<file path="src/hdl/pps_pkg.sv">
package pps_pkg;

	localparam int apb_aw = 8;
	localparam int apb_dw = 32;

	// byte offsets of the registers on the APB bus.
	localparam logic [apb_aw-1:0] addr_ctrl     = 8'h00;
	localparam logic [apb_aw-1:0] addr_divider  = 8'h04;
	localparam logic [apb_aw-1:0] addr_duty     = 8'h08;
	localparam logic [apb_aw-1:0] addr_offset   = 8'h0C;
	localparam logic [apb_aw-1:0] addr_status   = 8'h10;
	localparam logic [apb_aw-1:0] addr_interval = 8'h14;
	localparam logic [apb_aw-1:0] addr_count    = 8'h18;

	// bit positions inside ctrl and status.
	localparam int ctrl_enable_bit   = 0;
	localparam int status_locked_bit = 0;

	// values the configuration registers take at reset.
	localparam logic [apb_dw-1:0] divider_rst = 32'd100;
	localparam logic [apb_dw-1:0] duty_rst    = 32'd10;
	localparam logic [apb_dw-1:0] offset_rst  = 32'd0;

	// the master drives the request side of the APB bus.
	typedef struct packed {
		logic              psel;
		logic              penable;
		logic              pwrite;
		logic [apb_aw-1:0] paddr;
		logic [apb_dw-1:0] pwdata;
	} apb_req_t;

	// the slave drives the response side of the APB bus.
	typedef struct packed {
		logic [apb_dw-1:0] prdata;
		logic              pready;
		logic              pslverr;
	} apb_rsp_t;

	// configuration seen by the clock generator.
	typedef struct packed {
		logic              enable;
		logic [apb_dw-1:0] divider_num; // output period in system clocks.
		logic [apb_dw-1:0] duty_cnt; // output high time in system clocks.
		logic [apb_dw-1:0] fwd_offset; // divider value loaded on a PPS edge.
	} pps_cfg_t;

	// status gathered from capture and generator.
	typedef struct packed {
		logic              locked;
		logic [apb_dw-1:0] interval; // clocks between the last two pulses.
		logic [apb_dw-1:0] pps_count; // pulses seen since reset.
	} pps_status_t;

	// reset image of the configuration registers.
	localparam pps_cfg_t cfg_rst = '{
		enable:      1'b0,
		divider_num: divider_rst,
		duty_cnt:    duty_rst,
		fwd_offset:  offset_rst
	};

endpackage

</file>
<file path="src/hdl/pps_apb_regs.sv">
`timescale 1ns/1ps

module pps_apb_regs (
	input  logic                 clk,
	input  logic                 rst_n,
	input  pps_pkg::apb_req_t    apb_req,
	input  pps_pkg::pps_status_t status,
	output pps_pkg::apb_rsp_t    apb_rsp,
	output pps_pkg::pps_cfg_t    cfg
);

	logic        access;
	logic        wr_access;
	logic        hit_ctrl;
	logic        hit_divider;
	logic        hit_duty;
	logic        hit_offset;
	logic        hit_status;
	logic        hit_interval;
	logic        hit_count;
	logic        hit_rw;
	logic        hit_ro;
	logic        bad_access;
	logic [31:0] rd_data;

	assign access    = apb_req.psel & apb_req.penable;
	assign wr_access = access & apb_req.pwrite;

	// the whole address is compared, so unaligned offsets fall out as unmapped.
	assign hit_ctrl     = apb_req.paddr == pps_pkg::addr_ctrl;
	assign hit_divider  = apb_req.paddr == pps_pkg::addr_divider;
	assign hit_duty     = apb_req.paddr == pps_pkg::addr_duty;
	assign hit_offset   = apb_req.paddr == pps_pkg::addr_offset;
	assign hit_status   = apb_req.paddr == pps_pkg::addr_status;
	assign hit_interval = apb_req.paddr == pps_pkg::addr_interval;
	assign hit_count    = apb_req.paddr == pps_pkg::addr_count;

	assign hit_rw = hit_ctrl | hit_divider | hit_duty | hit_offset;
	assign hit_ro = hit_status | hit_interval | hit_count;

	assign bad_access = !(hit_rw | hit_ro) || (apb_req.pwrite && hit_ro);

	// writes land on the edge that closes the access phase.
	always_ff @(posedge clk or negedge rst_n) begin
		if (!rst_n) begin
			cfg <= pps_pkg::cfg_rst;
		end else if (wr_access) begin
			if (hit_ctrl) begin
				cfg.enable <= apb_req.pwdata[pps_pkg::ctrl_enable_bit];
			end
			if (hit_divider) begin
				cfg.divider_num <= apb_req.pwdata;
			end
			if (hit_duty) begin
				cfg.duty_cnt <= apb_req.pwdata;
			end
			if (hit_offset) begin
				cfg.fwd_offset <= apb_req.pwdata;
			end
		end
	end

	// unmapped offsets read back zero along with the error.
	always_comb begin
		rd_data = '0;
		if (hit_ctrl) begin
			rd_data[pps_pkg::ctrl_enable_bit] = cfg.enable;
		end
		if (hit_divider) begin
			rd_data = cfg.divider_num;
		end
		if (hit_duty) begin
			rd_data = cfg.duty_cnt;
		end
		if (hit_offset) begin
			rd_data = cfg.fwd_offset;
		end
		if (hit_status) begin
			rd_data[pps_pkg::status_locked_bit] = status.locked;
		end
		if (hit_interval) begin
			rd_data = status.interval;
		end
		if (hit_count) begin
			rd_data = status.pps_count;
		end
	end

	// every access phase completes at once with zero wait states.
	always_comb begin
		apb_rsp.prdata  = access ? rd_data : '0;
		apb_rsp.pready  = access;
		apb_rsp.pslverr = access & bad_access;
	end

endmodule

</file>
<file path="src/hdl/pps_capture.sv">
`timescale 1ns/1ps

module pps_capture #(
	parameter int cnt_w = 32
) (
	input  logic             clk,
	input  logic             rst_n,
	input  logic             pps_in,
	output logic             pps_pulse,
	output logic [cnt_w-1:0] interval,
	output logic [cnt_w-1:0] pps_count
);

	logic             pps_meta;
	logic             pps_sync;
	logic             pps_sync_d;
	logic             rise;
	logic [cnt_w-1:0] cycle_cnt;

	// two flops bring the asynchronous pulse into the clk domain.
	always_ff @(posedge clk or negedge rst_n) begin
		if (!rst_n) begin
			pps_meta <= 1'b0;
			pps_sync <= 1'b0;
		end else begin
			pps_meta <= pps_in;
			pps_sync <= pps_meta;
		end
	end

	assign rise = pps_sync & ~pps_sync_d;

	// the edge register also registers the strobe, so the pulse sits
	// exactly one cycle after the third sampling edge.
	always_ff @(posedge clk or negedge rst_n) begin
		if (!rst_n) begin
			pps_sync_d <= 1'b0;
			pps_pulse  <= 1'b0;
		end else begin
			pps_sync_d <= pps_sync;
			pps_pulse  <= rise;
		end
	end

	// free-running count of clocks since the previous pulse or reset.
	always_ff @(posedge clk or negedge rst_n) begin
		if (!rst_n) begin
			cycle_cnt <= '0;
		end else if (pps_pulse) begin
			cycle_cnt <= '0;
		end else begin
			cycle_cnt <= cycle_cnt + 1'b1;
		end
	end

	// the pulse edge itself is one of the counted clocks.
	always_ff @(posedge clk or negedge rst_n) begin
		if (!rst_n) begin
			interval  <= '0;
			pps_count <= '0;
		end else if (pps_pulse) begin
			interval  <= cycle_cnt + 1'b1;
			pps_count <= pps_count + 1'b1;
		end
	end

endmodule

</file>
<file path="src/hdl/pps_disciplined_gen.sv">
`timescale 1ns/1ps

module pps_disciplined_gen #(
	parameter int cnt_w = 32
) (
	input  logic              clk,
	input  logic              rst_n,
	input  logic              pps_pulse,
	input  pps_pkg::pps_cfg_t cfg,
	output logic              locked,
	output logic              sync_clk_out
);

	logic [cnt_w-1:0] divider;
	logic [cnt_w-1:0] divider_num;
	logic [cnt_w-1:0] duty_cnt;
	logic [cnt_w-1:0] fwd_offset;
	logic             realign;
	logic             wrap;
	logic             high_phase;

	assign divider_num = cnt_w'(cfg.divider_num);
	assign duty_cnt    = cnt_w'(cfg.duty_cnt);
	assign fwd_offset  = cnt_w'(cfg.fwd_offset);

	assign realign    = pps_pulse & cfg.enable;
	assign wrap       = divider >= divider_num - 1'b1; // also catches a period cut short by software.
	assign high_phase = divider < duty_cnt;

	// the divider runs all the time and is pulled into phase by each pulse.
	always_ff @(posedge clk or negedge rst_n) begin
		if (!rst_n) begin
			divider <= '0;
		end else if (realign) begin
			divider <= fwd_offset;
		end else if (wrap) begin
			divider <= '0;
		end else begin
			divider <= divider + 1'b1;
		end
	end

	// lock survives missing pulses, so the output holds over on its own.
	always_ff @(posedge clk or negedge rst_n) begin
		if (!rst_n) begin
			locked <= 1'b0;
		end else if (!cfg.enable) begin
			locked <= 1'b0;
		end else if (pps_pulse) begin
			locked <= 1'b1;
		end
	end

	// enable is checked here too, so output and lock drop on the same edge.
	always_ff @(posedge clk or negedge rst_n) begin
		if (!rst_n) begin
			sync_clk_out <= 1'b0;
		end else begin
			sync_clk_out <= locked & cfg.enable & high_phase;
		end
	end

endmodule

</file>
<file path="src/hdl/pps_sync_top.sv">
`timescale 1ns/1ps

module pps_sync_top #(
	parameter int cnt_w = 32
) (
	input  logic              clk,
	input  logic              rst_n,
	input  logic              pps_in,
	input  pps_pkg::apb_req_t apb_req,
	output pps_pkg::apb_rsp_t apb_rsp,
	output logic              sync_clk_out,
	output logic              locked
);

	logic                 pps_pulse;
	logic [cnt_w-1:0]     interval;
	logic [cnt_w-1:0]     pps_count;
	pps_pkg::pps_cfg_t    cfg;
	pps_pkg::pps_status_t status;

	// counters narrower than the bus are zero extended.
	assign status.locked    = locked;
	assign status.interval  = 32'(interval);
	assign status.pps_count = 32'(pps_count);

	pps_capture #(
		.cnt_w (cnt_w)
	) i_capture (
		.clk       (clk),
		.rst_n     (rst_n),
		.pps_in    (pps_in),
		.pps_pulse (pps_pulse),
		.interval  (interval),
		.pps_count (pps_count)
	);

	pps_disciplined_gen #(
		.cnt_w (cnt_w)
	) i_gen (
		.clk          (clk),
		.rst_n        (rst_n),
		.pps_pulse    (pps_pulse),
		.cfg          (cfg),
		.locked       (locked),
		.sync_clk_out (sync_clk_out)
	);

	pps_apb_regs i_regs (
		.clk     (clk),
		.rst_n   (rst_n),
		.apb_req (apb_req),
		.status  (status),
		.apb_rsp (apb_rsp),
		.cfg     (cfg)
	);

endmodule

</file>
<file path="config.mk">
export PLATFORM = sky130hd
export DESIGN_NAME = pps_sync_top
export DESIGN_NICKNAME = d
export VERILOG_FILES = /design/src/hdl/pps_pkg.sv /design/src/hdl/pps_apb_regs.sv /design/src/hdl/pps_capture.sv /design/src/hdl/pps_disciplined_gen.sv /design/src/hdl/pps_sync_top.sv
export SDC_FILE = /design/constraint.sdc
export NUM_CORES = 1
export LEC_CHECK = 0
export ABC_AREA = 1
export BUFFER_PORTS_ARGS = -buffer_cell sky130_fd_sc_hd__buf_2
export CAP_MARGIN = 40
export CELL_PAD_IN_SITES_DETAIL_PLACEMENT = 0
export CELL_PAD_IN_SITES_GLOBAL_PLACEMENT = 1
export CORE_UTILIZATION = 46
export DETAILED_ROUTE_END_ITERATION = 8
export PLACE_DENSITY_LB_ADDON = 0.1
export SKIP_CTS_REPAIR_TIMING = 1
export SYNTH_ARGS = -nofsm -noshare
export SYNTH_HDL_FRONTEND = slang
export SYNTH_SLANG_ARGS = --single-unit
</file>
<file path="constraint.sdc">
create_clock -name clk -period 3.55 [get_ports clk]
set_input_delay 0.355 -clock clk [delete_from_list [all_inputs] [get_ports clk]]
set_output_delay 0.355 -clock clk [all_outputs]
set_load 0.03 [all_outputs]
</file>
==> results of run 1 <==
[how the worst min path moves through the flow]
stage                                         to  slack [ns]  depth (start not counted)
2_1_floorplan   i_capture.cycle_cnt[0]$_DFF_PN0_        0.06                          0
3_3_place_gp        i_capture.pps_sync$_DFF_PN0_        0.34                          0
3_5_place_dp        i_capture.pps_sync$_DFF_PN0_        0.34                          0
4_1_cts        i_capture.interval[5]$_DFFE_PN0P_       -0.23                          1
5_1_grt               i_regs.cfg[38]$_DFFE_PN0P_        0.10                          3
6_report               i_regs.cfg[7]$_DFFE_PN0P_        0.09                          3
[per-stage QoR]
| stage | instance area, um^2 | cells | power [W] | hold slack (ns) |
|---|---|---|---|---|
| 6_report | 16100 | 2411 | 0.00665 | 0.0850 |
| 5_1_grt | 16100 | 2411 | 0.00700 | 0.101 |
| 4_1_cts | 16100 | 2404 | 0.00670 | -0.233 |
| 3_5_place_dp | 15200 | 2356 | 0.00406 | 0.338 |
| 3_3_place_gp | 15200 | 2354 | 0.00403 | 0.335 |
| 2_1_floorplan | 14400 | 1927 | 0.00368 | 0.0594 |
[area by class of cell]
cell class / instances / share of cell area
clock buffers: 35 / 0.0462
clock inverters: 13 / 0.00512
inverters: 191 / 0.0445
flip-flops and latches: 231 / 0.359
repair buffers: 114 / 0.0450
well taps: 396 / 0.0307
multi-input cells: 1431 / 0.470
[state kept, by name, indices dropped and copies added (netlist names)]
signal                cells
i_gen.locked              1
i_capture.cycle_cnt      32
i_capture.pps_sync        1
i_capture.pps_sync_d      1
i_capture.pps_meta        1
i_gen.sync_clk_out        1
i_capture.pps_pulse       1
i_capture.pps_count      32
i_regs.cfg               97
i_capture.interval       32
i_gen.divider            32
[Yosys cell counts, types with 2 or more instances]
cell type	n
sky130_fd_sc_hd__a21o_1	4
sky130_fd_sc_hd__a21oi_1	96
sky130_fd_sc_hd__and3_1	2
sky130_fd_sc_hd__buf_2	16
sky130_fd_sc_hd__buf_4	3
sky130_fd_sc_hd__buf_6	5
sky130_fd_sc_hd__clkbuf_1	49
sky130_fd_sc_hd__clkinv_1	2
sky130_fd_sc_hd__dfrtp_1	226
sky130_fd_sc_hd__dfstp_2	5
sky130_fd_sc_hd__ha_1	67
sky130_fd_sc_hd__inv_1	182
sky130_fd_sc_hd__inv_2	7
sky130_fd_sc_hd__nand2_1	561
sky130_fd_sc_hd__nand2_2	5
sky130_fd_sc_hd__nand3_1	48
sky130_fd_sc_hd__nand3_2	4
sky130_fd_sc_hd__nand3b_1	2
sky130_fd_sc_hd__nand4_1	52
sky130_fd_sc_hd__nor2_1	211
sky130_fd_sc_hd__nor2_2	8
sky130_fd_sc_hd__nor2_4	5
sky130_fd_sc_hd__nor3_1	36
sky130_fd_sc_hd__nor3_2	8
sky130_fd_sc_hd__nor3_4	2
sky130_fd_sc_hd__nor4_1	3
sky130_fd_sc_hd__o211ai_1	31
sky130_fd_sc_hd__o21a_1	3
sky130_fd_sc_hd__o21ai_0	105
sky130_fd_sc_hd__o21ai_1	42
sky130_fd_sc_hd__o221ai_1	30
sky130_fd_sc_hd__or2_2	3
sky130_fd_sc_hd__xnor2_1	37
sky130_fd_sc_hd__xor2_1	52
[metal layers]
layer,part of all wire,vias to the layer above
met5,0.00029,-
li1,-,6451
met4,0.039,2
met2,0.48,323
met1,0.43,6213
met3,0.054,95
[worst max-delay path, cell delays in order (launching register included)]
cell and delay, ns:
sky130_fd_sc_hd__dfrtp_1 0.42, sky130_fd_sc_hd__inv_1 0.12, sky130_fd_sc_hd__ha_1 0.19, sky130_fd_sc_hd__nand2_1 0.13, sky130_fd_sc_hd__nor2_2 0.21, sky130_fd_sc_hd__nand3_2 0.14
sky130_fd_sc_hd__inv_2 0.10, sky130_fd_sc_hd__nand3_2 0.09, sky130_fd_sc_hd__nor2_1 0.14, sky130_fd_sc_hd__xor2_1 0.15, sky130_fd_sc_hd__inv_1 0.06, sky130_fd_sc_hd__ha_1 0.26
sky130_fd_sc_hd__nand2_1 0.06, sky130_fd_sc_hd__nor2_1 0.14, sky130_fd_sc_hd__nand4_1 0.11, sky130_fd_sc_hd__nor2_2 0.15, sky130_fd_sc_hd__nand4_1 0.16, sky130_fd_sc_hd__buf_4 0.20
sky130_fd_sc_hd__buf_2 0.19, sky130_fd_sc_hd__nand4_1 0.11, sky130_fd_sc_hd__nand2_1 0.06
[power groups by stage]
stage          combinational, W  clock (W)  sequential [W]
3_5_place_dp            0.00107          0         0.00299
6_report                0.00108    0.00263         0.00295
4_1_cts                 0.00108    0.00268         0.00294
3_3_place_gp            0.00105          0         0.00298
2_1_floorplan          0.000759          0         0.00292
5_1_grt                 0.00124    0.00280         0.00297
[kinds of logic after synthesis]
kind of cell,share of synthesized area
AOI/OAI and AO/OA,0.124
xor gates and xnor gates,0.0541
adders and majority gates,0.0582
buffers and inverters,0.0738
DFF,0.402
and+or+nand+nor,0.288
==> flow_summary_export.csv, run 1 <==
group,metric,value,unit
worst_setup_path,endpoint,"i_gen.divider[29]$_DFF_PN0_",
worst_setup_path,worst-path-max-fanout,7,
grt,antenna_found_initial,1,
drt,drt-pass1-iter-count,7,
grt,grt-busiest-layer,"met2",
synthesis,postSynthAreaPerCell,7.47,um^2
floorplan,floorplan.initialDensity,0.470,
layout,num-nets-final,2109,
layout,most-common-layout-cells,"sky130_fd_sc_hd__nand2_1 (560), sky130_fd_sc_hd__dfrtp_1 (226), sky130_fd_sc_hd__nor2_1 (209)",
power,power.share.clock,0.395,
power,ir_drop,469,uV
sta,final_max_slew_viol_count,0,
power,leakagePower,7.82,nW
synthesis,ys_seq_elements,231,
layout,multi_input_comb_area,0.00757,mm^2
synthesis,synth_fp_nets,2040,
power,sw_frac_of_total,0.304,
power,power.internal,0.00463,W
worst_setup_path,end_kind,"register",
sta,slew_headroom,0.444,
worst_setup_path,critPathArrivalTime,3.75,ns
power,comb_power_share,0.162,
worst_setup_path,reg2reg_end,"i_gen.divider[29]$_DFF_PN0_",
synthesis,netlist_instances,1927,
layout,register_area,0.00579,mm^2
power,switching_power,0.00202,W
clock_tree,cts_max_path_buffers,3,
worst_setup_path,worst_r2r_path_depth,20,
power,power_density,412,mW/mm^2
layout,layout-drive-gt1-share,0.108,
grt,gr_layer_usage_met1,0.391,
sta,timing.final.crit_period,3.32,ns
grt,globalRoute.totalOverflow,0,
sta,fmax,301,MHz
synthesis,syn-cell-area,0.0144,mm^2
worst_setup_path,worstSetupStartpoint,"i_regs.cfg[64]$_DFFE_PN0P_",
synthesis,netlist.area_leader.share,0.393,
synthesis,yosysSeqAreaShare,0.402,
synthesis,ys_warn_count,0,
clock_tree,clkLatencyLatePin,0.55,ns
grt,grt_pass1_wl,73.0,mm
floorplan,floorplan.die_area,0.0320,mm^2
floorplan,core.rowCount,64,
place,dp_slack,0.152,ns
worst_setup_path,worstReg2RegStart,"i_regs.cfg[64]$_DFFE_PN0P_",
layout,antenna_cells_inserted,0,
synthesis,synth-main-ff-cell,"sky130_fd_sc_hd__dfrtp_1",
layout,layout-area-overhead-vs-synth,12.0,%
clock_tree,clkTransAtPathRegs,0.06,ns
synthesis,netlist-cell-type-count,49,
sta,final_hold_viol_count,0,
clock_tree,inserted_clock_buffers,27,
grt,use_met3,0.0511,
sta,max_slew.worst_pin.slew,0.834,ns
clock_tree,h_tree_depth_reported_by_cts,1,
grt,use_met2,0.509,
sta,fin_setup_tns,0,ns
clock_tree,clock-sinks,231,
sta,fin_skew,0.0216,ns
sta,number_of_setup_violations_in_the_final_report,0,
worst_setup_path,crit_path_start_kind,"register",
drt,routed_wire_length_per_instance,19.7,um
layout,final_util,0.526,
sta,setup_ws,0.230,ns
synthesis,synth-edff-count,0,
floorplan,die_height,179,um
floorplan,boundaryPins,82,
outcome,run_status,"completed",
worst_setup_path,timing_worst_setup_path_type,"register to register",
synthesis,yosysTopAreaCell,"sky130_fd_sc_hd__dfrtp_1",
clock_tree,tritoncts,"yes",
grt,maximum_number_of_pins_on_one_net_before_global_route_repair,78,
sta,timing.final.crit_share,0.935,
job,maxCapViolCount,0,
drt,drt_first_iter_violations,944,
place,place.detailed.hpwl,36.5,mm
place,count_of_input_and_output_buffers,81,
place,gp_congestion,0.927,
grt,first_global_vias,12900,
power,share_seq_of_total_power,0.443,
worst_hold_path,timing.hold.worst.class,"primary input to register",
drt,wl,47.5,mm
synthesis,async_flop_share,1.00,
synthesis,synth_top_cells_by_area,"sky130_fd_sc_hd__dfrtp_1 (39%), sky130_fd_sc_hd__nand2_1 (15%), sky130_fd_sc_hd__ha_1 (5.8%)",
floorplan,die_width,179,um
worst_hold_path,worstHoldStart,"apb_req[7]",
grt,grt_usage,0.304,
clock_tree,clock_tree_root_buffer_cell,"sky130_fd_sc_hd__clkbuf_16",
worst_setup_path,timing.critical_path.required,3.98,ns
floorplan,core_area,0.0307,mm^2
drt,detail-route-antenna-nets,0,
layout,mostFrequentLayoutCell,"sky130_fd_sc_hd__nand2_1",
drt,avgViaCountPerCell,5.43,
drt,num_vias,13100,
drt,route.detailed.drc,0,
layout,fillerInstances,3067,
worst_setup_path,r2r_setup_slack,0.23,ns
Note: power is estimated with default switching activity, not from simulation.
==> run 2: changes to the inputs <==
clock period = 3.1 ns   (was 3.55 ns; I/O delays follow)
==> flow_summary_export.csv, run 2 (synthesis results as in run 1) <==
group,metric,value,unit
worst_setup_path,cp_num_cells,19,
worst_setup_path,worst_r2r_path_depth,19,
sta,number_of_setup_violations_in_the_final_report,0,
worst_setup_path,worstSetupStartpoint,"i_regs.cfg[65]$_DFFE_PN0P_",
layout,most-common-layout-cells,"sky130_fd_sc_hd__nand2_1 (557), sky130_fd_sc_hd__dfrtp_1 (226), sky130_fd_sc_hd__nor2_1 (204)",
layout,num-nets-final,2125,
floorplan,core_area,0.0307,mm^2
worst_hold_path,timing.hold.worst.class,"primary input to register",
clock_tree,clkLatencyLatePin,0.57,ns
power,ir_drop,503,uV
layout,fillerInstances,3075,
sta,final_max_slew_viol_count,0,
clock_tree,clock_tree_root_buffer_cell,"sky130_fd_sc_hd__clkbuf_16",
worst_setup_path,crit_chain,"buf_6 > nor2_4 > nand2_1 > nor2_2 > nand2_2 > nor2_4 > nand2_2 > nor3_2 > xnor2_1 > ha_1 > nand2_2 > nor2_4 > nand4_1 > nor2_2 > nand4_1 > buf_6 > clkbuf_16 > nand4_1 > nand2_1",
grt,grt_usage,0.294,
power,power_density,492,mW/mm^2
worst_setup_path,worstPathBufferInverterCount,3,
worst_setup_path,timing_worst_setup_path_type,"register to register",
worst_setup_path,crit_family,"simple AND/OR/NAND/NOR gates",
layout,mostFrequentLayoutCell,"sky130_fd_sc_hd__nand2_1",
worst_setup_path,slowest_stage_cell_cp,"sky130_fd_sc_hd__dfrtp_1",
drt,wl,46.8,mm
clock_tree,clkTransAtPathRegs,0.06,ns
layout,antenna_cells_inserted,0,
sta,fmax,329,MHz
drt,drt-pass1-iter-count,5,
clock_tree,clock-sinks,231,
floorplan,floorplan.die_area,0.0320,mm^2
worst_setup_path,critPathArrivalTime,3.49,ns
layout,largest_register_ff_count,97,
drt,routed_wire_length_per_instance,19.2,um
worst_setup_path,crit_path_start_kind,"register",
drt,detail-route-antenna-nets,0,
worst_setup_path,endpoint,"i_gen.divider[0]$_DFF_PN0_",
worst_hold_path,worstHoldStart,"apb_req[14]",
worst_hold_path,min_path_cells,3,
sta,fin_skew,0.0134,ns
grt,first_global_vias,12700,
worst_setup_path,timing.critical_path.required,3.55,ns
sta,grt_setup_unrepaired,"yes",
floorplan,die_height,179,um
worst_setup_path,reg2reg_end,"i_gen.divider[0]$_DFF_PN0_",
floorplan,die_width,179,um
clock_tree,tritoncts,"yes",
floorplan,core.rowCount,64,
sta,slew_headroom,0.462,
worst_setup_path,worst-path-max-fanout,8,
grt,maximum_number_of_pins_on_one_net_before_global_route_repair,93,
floorplan,boundaryPins,82,
worst_setup_path,r2r_setup_slack,0.06,ns
grt,grt_pass1_wl,70.5,mm
drt,drt_first_iter_violations,899,
layout,layout-drive-gt1-share,0.122,
clock_tree,cts_max_path_buffers,3,
drt,route.detailed.drc,0,
layout,largest-register,"i_regs.cfg",
sta,fin_setup_tns,0,ns
layout,final_util,0.539,
drt,num_vias,13000,
sta,whs,0.0232,ns
layout,multi_input_comb_area,0.00762,mm^2
place,dp_slack,-0.0510,ns
power,leakagePower,8.02,nW
clock_tree,h_tree_depth_reported_by_cts,1,
worst_setup_path,worstReg2RegStart,"i_regs.cfg[65]$_DFFE_PN0P_",
layout,layout-area-overhead-vs-synth,14.7,%
layout,register_area,0.00579,mm^2
drt,avgViaCountPerCell,5.37,
sta,final_hold_viol_count,0,
outcome,run_status,"completed",
clock_tree,inserted_clock_buffers,28,
sta,timing.final.crit_share,0.981,
place,count_of_input_and_output_buffers,81,
place,gp_congestion,0.934,
job,maxCapViolCount,0,
worst_setup_path,critPathMaxStageDelay,0.38,ns
floorplan,floorplan.initialDensity,0.470,
grt,globalRoute.totalOverflow,0,
grt,antenna_found_initial,1,
sta,max_slew.worst_pin.slew,0.807,ns
place,place_inst,2368,
place,place.detailed.hpwl,35.3,mm
sta,setup_ws,0.0579,ns
worst_setup_path,end_kind,"register",
layout,final_cell_count_no_fill,2430,
sta,timing.final.crit_period,3.04,ns
run 2: cell count changes in the layout (fill, tap and decap cells not counted), moves of 2 or more:
cell	previous run	this run
sky130_fd_sc_hd__nand2_2	6	9
sky130_fd_sc_hd__clkbuf_16	27	30
sky130_fd_sc_hd__nand2_1	560	557
sky130_fd_sc_hd__nor2_1	209	204
sky130_fd_sc_hd__bufinv_16	0	3
sky130_fd_sc_hd__clkinvlp_4	4	1
sky130_fd_sc_hd__buf_12	2	6
sky130_fd_sc_hd__nor2_4	5	7
sky130_fd_sc_hd__buf_4	24	34
sky130_fd_sc_hd__clkbuf_8	4	8
sky130_fd_sc_hd__nor2_2	10	13
run 2: worst min path at each step:
| stage | slack, ns | endpoint |
|---|---|---|
| final | 0.02 | i_regs.cfg[46]$_DFFE_PN0P_ |
| after global routing | 0.04 | i_regs.cfg[33]$_DFFE_PN1P_ |
| after CTS | -0.20 | i_capture.pps_meta$_DFF_PN0_ |
| after detailed placement | 0.34 | i_capture.pps_sync$_DFF_PN0_ |
| after global placement | 0.33 | i_capture.pps_sync$_DFF_PN0_ |
| after floorplan | 0.01 | i_capture.cycle_cnt[0]$_DFF_PN0_ |
run 2: power breakdown:
part / switching (W) / total (W) / internal (W)
registers: 0.000206 / 0.00337 / 0.00316
logic: 0.000807 / 0.00128 / 0.000471
clock network: 0.00138 / 0.00348 / 0.00210
total: 0.00239 / 0.00812 / 0.00573
run 2: tightest hold or removal path, stage by stage:
cell and delay (ns):
sky130_fd_sc_hd__buf_2 0.08, sky130_fd_sc_hd__inv_1 0.05, sky130_fd_sc_hd__o21ai_1 0.12
run 2: routing by layer:
layer  vias to the layer above  GRT usage  routed length [um]
met4                         2     0.0999                1560
met3                        70     0.0443                2250
li1                       6485          -                   -
met5                         -          0                  11
met2                       303      0.501               22700
met1                      6184      0.378               20300
run 2: stage by stage:
stage          total power, W  area (um^2)
3_5_place_dp          0.00467        15300
6_report              0.00812        16500
5_1_grt               0.00848        16500
3_3_place_gp          0.00463        15300
4_1_cts               0.00816        16300
2_1_floorplan         0.00421        14400
run 2: final cells by class:
class | count | area share
Clock buffer | 39 | 0.0498
Clock inverter | 13 | 0.0102
Inverter | 191 | 0.0434
Multi-Input combinational cell | 1431 | 0.461
Sequential cell | 231 | 0.350
Tap cell | 396 | 0.0300
Timing Repair Buffer | 129 | 0.0551
